`src/verilog/umode_macros.svh`:
```
// Constants for the user-mode compliance monitor.
// Field positions in mstatus, misa and dcsr, fixed instruction
// encodings, trap causes and CSR addresses. Include where needed.

`ifndef UMODE_MACROS_SVH
`define UMODE_MACROS_SVH

// misa extension bits
`define UMODE_MISA_U_POS 20
`define UMODE_MISA_S_POS 18
`define UMODE_MISA_N_POS 13

// mstatus fields
`define UMODE_MPP_POS  11
`define UMODE_MPP_LEN  2
`define UMODE_SPP_POS  8
`define UMODE_MPRV_POS 17
`define UMODE_TW_POS   21
`define UMODE_XS_POS   15
`define UMODE_XS_LEN   2
`define UMODE_FS_POS   13
`define UMODE_FS_LEN   2
`define UMODE_SD_POS   31

// dcsr fields
`define UMODE_PRV_POS    0
`define UMODE_PRV_LEN    2
`define UMODE_MPRVEN_POS 4

// Fixed encodings in the SYSTEM space
`define UMODE_OPCODE_SYSTEM 7'b1110011
`define UMODE_MRET_IDATA    32'h3020_0073
`define UMODE_WFI_IDATA     32'h1050_0073
`define UMODE_URET_IDATA    32'h0020_0073

// Custom SYSTEM encodings compared under mask
`define UMODE_CUSTOM0_IDATA 32'h8C00_0073
`define UMODE_CUSTOM0_IMASK 32'hFC00_707F
`define UMODE_CUSTOM1_IDATA 32'hCC00_0073
`define UMODE_CUSTOM1_IMASK 32'hFC00_707F

// Trap causes as reported on the trace
`define UMODE_EXC_INSTR_FAULT     6'h01
`define UMODE_EXC_ILLEGAL_INSN    6'h02
`define UMODE_EXC_INSTR_BUS_FAULT 6'h18
`define UMODE_DBG_CAUSE_TRIGGER   3'h2

// N extension CSRs
`define UMODE_CSR_USTATUS  12'h000
`define UMODE_CSR_UIE      12'h004
`define UMODE_CSR_UTVEC    12'h005
`define UMODE_CSR_USCRATCH 12'h040
`define UMODE_CSR_UEPC     12'h041
`define UMODE_CSR_UCAUSE   12'h042
`define UMODE_CSR_UTVAL    12'h043
`define UMODE_CSR_UIP      12'h044

// Delegation CSRs are absent without S mode
`define UMODE_CSR_MEDELEG 12'h302
`define UMODE_CSR_MIDELEG 12'h303

`endif

```
`src/verilog/umode_pkg.sv`:
```
// Shared types for the user-mode compliance monitor.
// Holds the privilege mode encoding, the decoded class of a retired
// instruction and the layout of the violation flag vector.

package umode_pkg;

  // Only U and M exist on this core; 1 and 2 are unsupported encodings
  typedef enum logic [1:0] {
    PRIV_U = 2'b00,
    PRIV_M = 2'b11
  } priv_mode_e;

  // Kind flags are raw decode results that still need the valid qualifier
  typedef struct packed {
    logic valid;       // Retired and not revoked by an instruction fault
    logic mret;
    logic wfi;
    logic uret;
    logic custom;
    logic csr;         // Any Zicsr instruction
    logic ncsr;        // CSR of the N extension
    logic deleg;       // medeleg or mideleg
    logic hipriv;      // CSR address privilege bits above U
    logic revoked;
    logic triggered;
    logic illegal;
  } insn_class_t;

  // Violation bits listed from the MSB down
  // Field slice 19..11, rule slice 10..4, transition slice 3..0
  typedef struct packed {
    logic misa_bits;
    logic mode_unsupported;
    logic initial_mode;
    logic mpp_illegal;
    logic spp_nonzero;
    logic ext_nonzero;
    logic mcounteren_nonzero;
    logic prv_unsupported;
    logic mprven_set;
    logic mret_mpp;
    logic wfi_legality;
    logic custom_legal;
    logic uret_legal;
    logic mret_umode;
    logic csr_hipriv;
    logic csr_absent;      // N extension or delegation CSR accepted
    logic trap_mode;
    logic dbg_mode;
    logic dbg_prv;         // Wrong PRV on debug entry or exit
    logic mret_target;
  } umode_err_t;

endpackage

```
`src/verilog/insn_classifier.sv`:
```
// Decodes one retirement record into an instruction class.
// Purely combinational; the result feeds the rule and transition
// checkers in the same cycle as the record.

`timescale 1ns/1ps
`include "umode_macros.svh"

module insn_classifier (
  input  logic                   rvfi_valid,
  input  logic [31:0]            rvfi_insn,
  input  logic                   trap_valid,
  input  logic                   trap_exception,
  input  logic                   trap_debug,
  input  logic [5:0]             trap_exception_cause,
  input  logic [2:0]             trap_debug_cause,
  output umode_pkg::insn_class_t insn_class
);

  logic [11:0] csr_addr;
  logic        is_system;
  logic        is_csr;
  logic        revoked;

  assign csr_addr  = rvfi_insn[31:20];
  assign is_system = (rvfi_insn[6:0] == `UMODE_OPCODE_SYSTEM);
  // funct3 of 0 and 4 are not Zicsr
  assign is_csr    = is_system && (rvfi_insn[14:12] inside {3'd1, 3'd2, 3'd3, 3'd5, 3'd6, 3'd7});

  // Fetch faults mean the instruction never really executed
  assign revoked = trap_valid && trap_exception &&
                   (trap_exception_cause inside {`UMODE_EXC_INSTR_FAULT,
                                                 `UMODE_EXC_INSTR_BUS_FAULT});

  always_comb begin
    insn_class.valid     = rvfi_valid && !revoked;
    insn_class.mret      = (rvfi_insn == `UMODE_MRET_IDATA);
    insn_class.wfi       = (rvfi_insn == `UMODE_WFI_IDATA);
    insn_class.uret      = (rvfi_insn == `UMODE_URET_IDATA);
    insn_class.custom    = ((rvfi_insn & `UMODE_CUSTOM0_IMASK) == `UMODE_CUSTOM0_IDATA) ||
                           ((rvfi_insn & `UMODE_CUSTOM1_IMASK) == `UMODE_CUSTOM1_IDATA);
    insn_class.csr       = is_csr;
    insn_class.ncsr      = is_csr && (csr_addr inside {`UMODE_CSR_USTATUS, `UMODE_CSR_UIE,
                                                       `UMODE_CSR_UTVEC, `UMODE_CSR_USCRATCH,
                                                       `UMODE_CSR_UEPC, `UMODE_CSR_UCAUSE,
                                                       `UMODE_CSR_UTVAL, `UMODE_CSR_UIP});
    insn_class.deleg     = is_csr && (csr_addr inside {`UMODE_CSR_MEDELEG,
                                                       `UMODE_CSR_MIDELEG});
    // Address bits 29:28 give the lowest privilege allowed to access
    insn_class.hipriv    = is_csr && (rvfi_insn[29:28] != umode_pkg::PRIV_U);
    insn_class.revoked   = revoked;
    insn_class.triggered = trap_valid && trap_debug &&
                           (trap_debug_cause == `UMODE_DBG_CAUSE_TRIGGER);
    insn_class.illegal   = trap_valid && trap_exception &&
                           (trap_exception_cause == `UMODE_EXC_ILLEGAL_INSN);
  end

endmodule

```
`src/verilog/csr_field_checker.sv`:
```
// Checks the CSR fields that must hold fixed or restricted values
// on a core with only M and U modes. Every retirement is checked on
// its own, so the logic is combinational.

`timescale 1ns/1ps
`include "umode_macros.svh"

module csr_field_checker (
  input  logic                  rvfi_valid,
  input  umode_pkg::priv_mode_e rvfi_mode,
  input  logic [63:0]           rvfi_order,
  input  logic [31:0]           csr_misa_rdata,
  input  logic [31:0]           csr_mstatus_rdata,
  input  logic [31:0]           csr_mcounteren_rdata,
  input  logic [31:0]           csr_dcsr_rdata,
  output logic [8:0]            field_err
);

  logic [1:0] mpp;
  logic [1:0] prv;
  logic       misa_ok;
  logic       mode_ok;
  logic       ext_zero;

  assign mpp = csr_mstatus_rdata[`UMODE_MPP_POS +: `UMODE_MPP_LEN];
  assign prv = csr_dcsr_rdata[`UMODE_PRV_POS +: `UMODE_PRV_LEN];

  // U present, S and N absent
  assign misa_ok = csr_misa_rdata[`UMODE_MISA_U_POS] &&
                   !csr_misa_rdata[`UMODE_MISA_S_POS] &&
                   !csr_misa_rdata[`UMODE_MISA_N_POS];

  assign mode_ok = (rvfi_mode == umode_pkg::PRIV_U) || (rvfi_mode == umode_pkg::PRIV_M);

  // No F, no custom extension state, hence no dirty summary
  assign ext_zero = (csr_mstatus_rdata[`UMODE_XS_POS +: `UMODE_XS_LEN] == 2'b00) &&
                    (csr_mstatus_rdata[`UMODE_FS_POS +: `UMODE_FS_LEN] == 2'b00) &&
                    !csr_mstatus_rdata[`UMODE_SD_POS];

  always_comb begin
    field_err = '0;
    if (rvfi_valid) begin
      field_err[8] = !misa_ok;
      field_err[7] = !mode_ok;
      // Core comes out of reset in M
      field_err[6] = (rvfi_order inside {64'd0, 64'd1}) && (rvfi_mode != umode_pkg::PRIV_M);
      field_err[5] = !(mpp inside {2'b00, 2'b11});
      field_err[4] = csr_mstatus_rdata[`UMODE_SPP_POS];
      field_err[3] = !ext_zero;
      field_err[2] = (csr_mcounteren_rdata != 32'd0);
      field_err[1] = !(prv inside {2'b00, 2'b11});
      field_err[0] = csr_dcsr_rdata[`UMODE_MPRVEN_POS];
    end
  end

endmodule

```
`src/verilog/privilege_rule_checker.sv`:
```
// Legality checks on a single retired instruction.
// Looks at the decoded class together with the mode and mstatus to
// find instructions that should have raised an illegal instruction
// exception in U mode, and MRETs that leave MPP wrong.

`timescale 1ns/1ps
`include "umode_macros.svh"

module privilege_rule_checker (
  input  umode_pkg::insn_class_t insn_class,
  input  umode_pkg::priv_mode_e  rvfi_mode,
  input  logic [31:0]            csr_mstatus_rdata,
  input  logic [31:0]            csr_mstatus_wdata,
  input  logic [31:0]            csr_mstatus_wmask,
  output logic [6:0]             rule_err
);

  logic [31:0] mstatus_post;
  logic        in_umode;
  logic        tw;
  logic        ok_illegal;

  // Written bits replace the old value, the rest carry over
  assign mstatus_post = (csr_mstatus_wdata & csr_mstatus_wmask) |
                        (csr_mstatus_rdata & ~csr_mstatus_wmask);

  assign in_umode   = (rvfi_mode == umode_pkg::PRIV_U);
  assign tw         = csr_mstatus_rdata[`UMODE_TW_POS];
  assign ok_illegal = insn_class.illegal;

  always_comb begin
    rule_err = '0;
    if (insn_class.valid) begin
      // MRET always drops MPP to the lowest mode
      rule_err[6] = insn_class.mret &&
                    (mstatus_post[`UMODE_MPP_POS +: `UMODE_MPP_LEN] != umode_pkg::PRIV_U);
      // TW set makes WFI trap in U, clear makes it run normally
      rule_err[5] = insn_class.wfi && in_umode && (tw ? !ok_illegal : ok_illegal);
      rule_err[4] = insn_class.custom && !ok_illegal;
      rule_err[3] = insn_class.uret && !ok_illegal;
      // A trigger may fire first, but never both outcomes at once
      rule_err[2] = insn_class.mret && in_umode &&
                    !(ok_illegal ^ insn_class.triggered);
      rule_err[1] = insn_class.hipriv && in_umode && !ok_illegal;
      rule_err[0] = (insn_class.ncsr || insn_class.deleg) && !ok_illegal;
    end
  end

endmodule

```
`src/verilog/mode_transition_checker.sv`:
```
// Rules spanning two retirements.
// Keeps a small history of the previous retirement and checks the
// current record against it: mode after a trap, debug entry and exit,
// and the target mode of an MRET. The debug-implies-M check needs no
// history and lives here with the other debug rules.

`timescale 1ns/1ps
`include "umode_macros.svh"

module mode_transition_checker (
  input  logic                   clk_i,
  input  logic                   rst_ni,
  input  logic                   rvfi_valid,
  input  umode_pkg::priv_mode_e  rvfi_mode,
  input  logic                   rvfi_dbg_mode,
  input  umode_pkg::insn_class_t insn_class,
  input  logic                   intr_valid,
  input  logic                   intr_interrupt,
  input  logic [31:0]            csr_mcause_rdata,
  input  logic [31:0]            csr_mstatus_rdata,
  input  logic [31:0]            csr_dcsr_rdata,
  output logic [3:0]             trans_err
);

  logic                  hist_valid;
  logic                  hist_trap;
  logic                  hist_mret;
  umode_pkg::priv_mode_e hist_mode;
  logic                  hist_dbg;
  logic [1:0]            hist_prv;
  logic [1:0]            hist_mpp;
  logic                  trapped;
  logic                  mret_from_m;
  logic                  intr_taken;
  logic [1:0]            cur_prv;

  // Traps as seen through the decoded class
  assign trapped     = insn_class.revoked || insn_class.triggered || insn_class.illegal;
  assign mret_from_m = insn_class.valid && insn_class.mret &&
                       (rvfi_mode == umode_pkg::PRIV_M) && !rvfi_dbg_mode;
  assign intr_taken  = intr_valid && intr_interrupt && csr_mcause_rdata[31];
  assign cur_prv     = csr_dcsr_rdata[`UMODE_PRV_POS +: `UMODE_PRV_LEN];

  always_ff @(posedge clk_i) begin
    if (!rst_ni) begin
      hist_valid <= 1'b0;
      hist_trap  <= 1'b0;
      hist_mret  <= 1'b0;
    end else if (rvfi_valid) begin
      hist_valid <= 1'b1;
      hist_trap  <= trapped;
      hist_mret  <= mret_from_m;
    end
  end

  always_ff @(posedge clk_i) begin
    if (rvfi_valid) begin
      hist_mode <= rvfi_mode;
      hist_dbg  <= rvfi_dbg_mode;
      hist_prv  <= cur_prv;
      hist_mpp  <= csr_mstatus_rdata[`UMODE_MPP_POS +: `UMODE_MPP_LEN];
    end
  end

  always_comb begin
    trans_err = '0;
    if (rvfi_valid) begin
      trans_err[2] = rvfi_dbg_mode && (rvfi_mode != umode_pkg::PRIV_M);
      if (hist_valid) begin
        trans_err[3] = hist_trap && (rvfi_mode != umode_pkg::PRIV_M);
        // Exit resumes in dcsr.PRV, entry records the old mode there
        trans_err[1] = (hist_dbg && !rvfi_dbg_mode && (rvfi_mode != hist_prv)) ||
                       (!hist_dbg && rvfi_dbg_mode && (cur_prv != hist_mode));
        trans_err[0] = hist_mret && !intr_taken && !rvfi_dbg_mode &&
                       (rvfi_mode != hist_mpp);
      end
    end
  end

endmodule

```
`src/verilog/umode_monitor.sv`:
```
// Top of the user-mode compliance monitor.
// Attach to the retirement trace of an M/U core. Each retirement's
// violations appear on err_flags one cycle later, and retired_mode
// follows the mode of the last retired instruction.

`timescale 1ns/1ps

module umode_monitor (
  input  logic                  clk_i,
  input  logic                  rst_ni,
  input  logic                  rvfi_valid,
  input  umode_pkg::priv_mode_e rvfi_mode,
  input  logic [63:0]           rvfi_order,
  input  logic [31:0]           rvfi_insn,
  input  logic                  trap_valid,
  input  logic                  trap_exception,
  input  logic                  trap_debug,
  input  logic [5:0]            trap_exception_cause,
  input  logic [2:0]            trap_debug_cause,
  input  logic                  intr_valid,
  input  logic                  intr_interrupt,
  input  logic                  rvfi_dbg_mode,
  input  logic [31:0]           csr_misa_rdata,
  input  logic [31:0]           csr_mstatus_rdata,
  input  logic [31:0]           csr_mcounteren_rdata,
  input  logic [31:0]           csr_dcsr_rdata,
  input  logic [31:0]           csr_mcause_rdata,
  input  logic [31:0]           csr_mstatus_wdata,
  input  logic [31:0]           csr_mstatus_wmask,
  output umode_pkg::umode_err_t err_flags,
  output umode_pkg::priv_mode_e retired_mode
);

  umode_pkg::insn_class_t insn_class;
  umode_pkg::umode_err_t  err_d;
  logic [8:0]             field_err;
  logic [6:0]             rule_err;
  logic [3:0]             trans_err;

  insn_classifier u_classifier (
    .rvfi_valid           (rvfi_valid),
    .rvfi_insn            (rvfi_insn),
    .trap_valid           (trap_valid),
    .trap_exception       (trap_exception),
    .trap_debug           (trap_debug),
    .trap_exception_cause (trap_exception_cause),
    .trap_debug_cause     (trap_debug_cause),
    .insn_class           (insn_class)
  );

  csr_field_checker u_field (
    .rvfi_valid           (rvfi_valid),
    .rvfi_mode            (rvfi_mode),
    .rvfi_order           (rvfi_order),
    .csr_misa_rdata       (csr_misa_rdata),
    .csr_mstatus_rdata    (csr_mstatus_rdata),
    .csr_mcounteren_rdata (csr_mcounteren_rdata),
    .csr_dcsr_rdata       (csr_dcsr_rdata),
    .field_err            (field_err)
  );

  privilege_rule_checker u_rule (
    .insn_class        (insn_class),
    .rvfi_mode         (rvfi_mode),
    .csr_mstatus_rdata (csr_mstatus_rdata),
    .csr_mstatus_wdata (csr_mstatus_wdata),
    .csr_mstatus_wmask (csr_mstatus_wmask),
    .rule_err          (rule_err)
  );

  mode_transition_checker u_trans (
    .clk_i             (clk_i),
    .rst_ni            (rst_ni),
    .rvfi_valid        (rvfi_valid),
    .rvfi_mode         (rvfi_mode),
    .rvfi_dbg_mode     (rvfi_dbg_mode),
    .insn_class        (insn_class),
    .intr_valid        (intr_valid),
    .intr_interrupt    (intr_interrupt),
    .csr_mcause_rdata  (csr_mcause_rdata),
    .csr_mstatus_rdata (csr_mstatus_rdata),
    .csr_dcsr_rdata    (csr_dcsr_rdata),
    .trans_err         (trans_err)
  );

  // Slice order matches the field order of the flag struct
  assign err_d = umode_pkg::umode_err_t'({field_err, rule_err, trans_err});

  always_ff @(posedge clk_i) begin
    if (!rst_ni) begin
      err_flags    <= '0;
      retired_mode <= umode_pkg::PRIV_M;
    end else begin
      // Flags are one-cycle levels that are zero when nothing retired
      err_flags <= rvfi_valid ? err_d : '0;
      if (rvfi_valid) begin
        retired_mode <= rvfi_mode;
      end
    end
  end

endmodule

```
`config.mk`:
```
export PLATFORM = sky130hd
export DESIGN_NAME = umode_monitor
export DESIGN_NICKNAME = d
export VERILOG_FILES = /design/src/verilog/umode_pkg.sv /design/src/verilog/insn_classifier.sv /design/src/verilog/csr_field_checker.sv /design/src/verilog/privilege_rule_checker.sv /design/src/verilog/mode_transition_checker.sv /design/src/verilog/umode_monitor.sv
export VERILOG_INCLUDE_DIRS = /design/src /design/src/verilog
export SDC_FILE = /design/constraint.sdc
export NUM_CORES = 1
export LEC_CHECK = 0
export BUFFER_PORTS_ARGS = -buffer_cell sky130_fd_sc_hd__buf_2
export CAP_MARGIN = 20
export CORE_AREA = 2 2 141 143
export DETAILED_ROUTE_END_ITERATION = 6
export DIE_AREA = 0 0 143 145
export GPL_ROUTABILITY_DRIVEN = 0
export HOLD_SLACK_MARGIN = 0.15
export SYNTH_ARGS = -nofsm -noshare
export SYNTH_HDL_FRONTEND = slang
export SYNTH_SLANG_ARGS = --single-unit
```
`constraint.sdc`:
```
create_clock -name clk_i -period 4.6 [get_ports clk_i]
set_input_delay 0 -clock clk_i [delete_from_list [all_inputs] [get_ports clk_i]]
set_output_delay 0 -clock clk_i [all_outputs]
set_load 0.005 [all_outputs]
```
==> flow_metrics.tcl <==
set metrics [dict create \
    cts.sinks 32 \
    max_cap_viol_count 0 \
    grt_pass1_wl_um 11800 \
    final_common_cell "buf_2" \
    numPortBuffers 188 \
    drt-initial-drc-count 35 \
    ir_drop_mv 0.116 \
    numCtsBuffers 5 \
    switching_share 0.251 \
    clock_path_buffers 2 \
    synth_largest_area_cell "dfxtp_1" \
    synth_cell_types 43 \
    internal_power_mw 0.591 \
    netlist_area_um2 1630 \
    die_x_um 143 \
    ys_warn_count 0 \
    hold_class "in -> reg" \
    rsz0062_at_grt "no" \
    synth-edff-count 7 \
    synth_flop_cell "dfxtp_1" \
    crit_type "in -> reg" \
    critPathArrivalTime_ps 2910 \
    fin_area_um2 3500 \
    grtUsageTotal 0.0761 \
    fin_hold_ws_ps 126 \
    grt_max_degree 19 \
    start_util 0.0849 \
    htreeDepth 2 \
    status "finished clean" \
    routed-via-count 2319 \
    total_power_mw 0.789 \
    slew_headroom 0.651 \
    final_max_slew_viol_count 0 \
    drive_gt1_frac 0.487 \
    cts_tree "built" \
    start_kind "input pin" \
    rows 51 \
    clock-root-buffer "clkbuf_16" \
    areaGrowthSynthToFinish_pct 115 \
    tightest_slew_ps 519 \
    hold_violations 0 \
    insertion_delay_ps 290 \
    syn_avg_cell_area_um2 9.42 \
    layout_common_cells "buf_2 (188), dlygate4sd3_1 (46), nor4_1 (27), dfxtp_1 (25), nor2_1 (13)" \
    grt_pass1_vias 2448 \
    drc 0 \
    ys_seq_area_frac 0.436 \
    hpwlAfterDp_um 6500 \
    die_h_um 145 \
    dpl_cell_area_um2 2900 \
    synthTopCellsByArea "dfxtp_1 (31%), edfxtp_1 (13%), nor4_1 (10%)" \
    pwr-share-comb 0.189 \
    fmax_mhz 372 \
    setup_ws_ps 1910 \
    p_leak_nw 1.56 \
    worstPathRequired_ps 4820 \
    finalSetupViolations 0 \
    path_clk_slew_ps 60 \
    dr.pass1.iters 4 \
    place_ws_ps 2400 \
    ant_nets 0 \
    period_share 0.584 \
    antenna_cells 0 \
    post-route-min-period_ps 2690 \
    power.density_nw_per_um2 225 \
    syn_inst 173 \
    grt_overflow 0 \
    pin_count 362 \
    ctsResizeCount 0 \
    yosysTopAreaCellShare 0.307 \
    p_clk_frac 0.427 \
    core_um2 19200 \
    end_kind "register" \
    synth_nets 515 \
    ys_ff_latch 32 \
    postSynth.asyncResetShare 0 \
    antenna_found_initial 0 \
    finalSetupTns_ps 0 \
    wl_per_cell_um 11.7 \
    fin_skew_ps 11.0 \
    viasPerCell 3.42 \
    seqPwrFrac 0.383 \
    nNetsFinal 754 \
    dieArea_um2 20700 \
    wl_um 7950 \
    p_switching_mw 0.198 \
    path_max_fanout 2 \
]
## worst max-delay path: stages
cell	delay (ps)
dlygate4sd3_1	530
buf_2	120
nor3_1	240
dlygate4sd3_1	610
nand2_1	50
dlygate4sd3_1	550
nor4_1	250
dlygate4sd3_1	570
## cell families (layout without fill, tap and decap cells)
family / after synthesis / count (layout) / share of synthesized area
and+or+nand+nor: 104 / 104 / 0.394
DFF: 32 / 32 / 0.436
AOI/OAI and AO/OA: 16 / 16 / 0.0622
xor gates and xnor gates: 11 / 11 / 0.0591
muxes: 4 / 4 / 0.0246
buffers and inverters: 4 / 244 / 0.00921
adders and majority gates: 2 / 2 / 0.0153
## sequential cells by signal, summed over array words and instances, names as in the netlist
signal	flops
u_trans.hist_prv	2
u_trans.hist_mode	2
err_flags	20
u_trans.hist_dbg	1
u_trans.hist_trap	1
u_trans.hist_valid	1
u_trans.hist_mret	1
retired_mode	2
u_trans.hist_mpp	2
## per-stage QoR
step	cells	utilization
2_1_floorplan	173	-
3_3_place_gp	624	0.151
3_5_place_dp	624	0.151
4_1_cts	678	0.182
5_1_grt	678	0.182
6_report	678	0.182
## power by group through the flow
stage | Sequential [mW] | Clock (mW) | Combinational [mW]
2_1_floorplan | 0.309 | 0 | 0.0341
3_3_place_gp | 0.308 | 0 | 0.128
3_5_place_dp | 0.309 | 0 | 0.130
4_1_cts | 0.302 | 0.350 | 0.151
5_1_grt | 0.303 | 0.367 | 0.167
6_report | 0.302 | 0.337 | 0.149
## what timing repair did
action	4_1_cts	5_1_grt
buffers inserted	0	0
hold endpoints to repair	30	0
hold buffers	46	0
setup endpoints to repair	0	0
## synth_stat cells, types with 3 or more instances
cell and instances:
xor2_1 4, nand4_1 5, nor2_1 13, xnor2_1 7, nor4_1 27, or3_1 3
dfxtp_1 25, and3_1 4, nor4bb_1 3, nand3_1 5, a21oi_1 5, nand2_1 12
edfxtp_1 7, nor3_1 5, mux2i_1 4, o21ai_0 4, nand3b_1 4
## per-layer routing
layer / wire length [um] / up-vias / share of wire / global-route usage
met4: 64 / 0 / 0.0080 / 0.0218
met5: 0 / - / 0 / 0
met3: 567 / 4 / 0.071 / 0.0191
li1: - / 1149 / - / -
met1: 3170 / 1031 / 0.40 / 0.0813
met2: 4150 / 135 / 0.52 / 0.145
## area by class of cell
| class | count | area, um2 |
|---|---|---|
| Timing Repair Buffer | 234 | 1400 |
| Fill cell | 2113 | 15700 |
| Tap cell | 265 | 332 |
| Inverter | 2 | 7.51 |
| Clock buffer | 5 | 125 |
| Sequential cell | 32 | 711 |
| Clock inverter | 3 | 23.8 |
| Multi-Input combinational cell | 137 | 905 |
## final timing paths
kind | depth (start not counted) | endpoint | slack, ps | from
worst max-delay path | 8 | err_flags[9]$_SDFF_PN0_ | 1910 | rvfi_insn[18]
worst min-delay path | 3 | err_flags[14]$_SDFF_PN0_ | 130 | csr_mstatus_rdata[14]
worst max register to register | 3 | retired_mode[1]$_SDFFE_PN1P_ | 3450 | retired_mode[1]$_SDFFE_PN1P_
worst min register to register | 1 | u_trans.hist_valid$_SDFFE_PN0P_ | 460 | u_trans.hist_valid$_SDFFE_PN0P_
No activity file was read; power rests on OpenSTA's default activity.
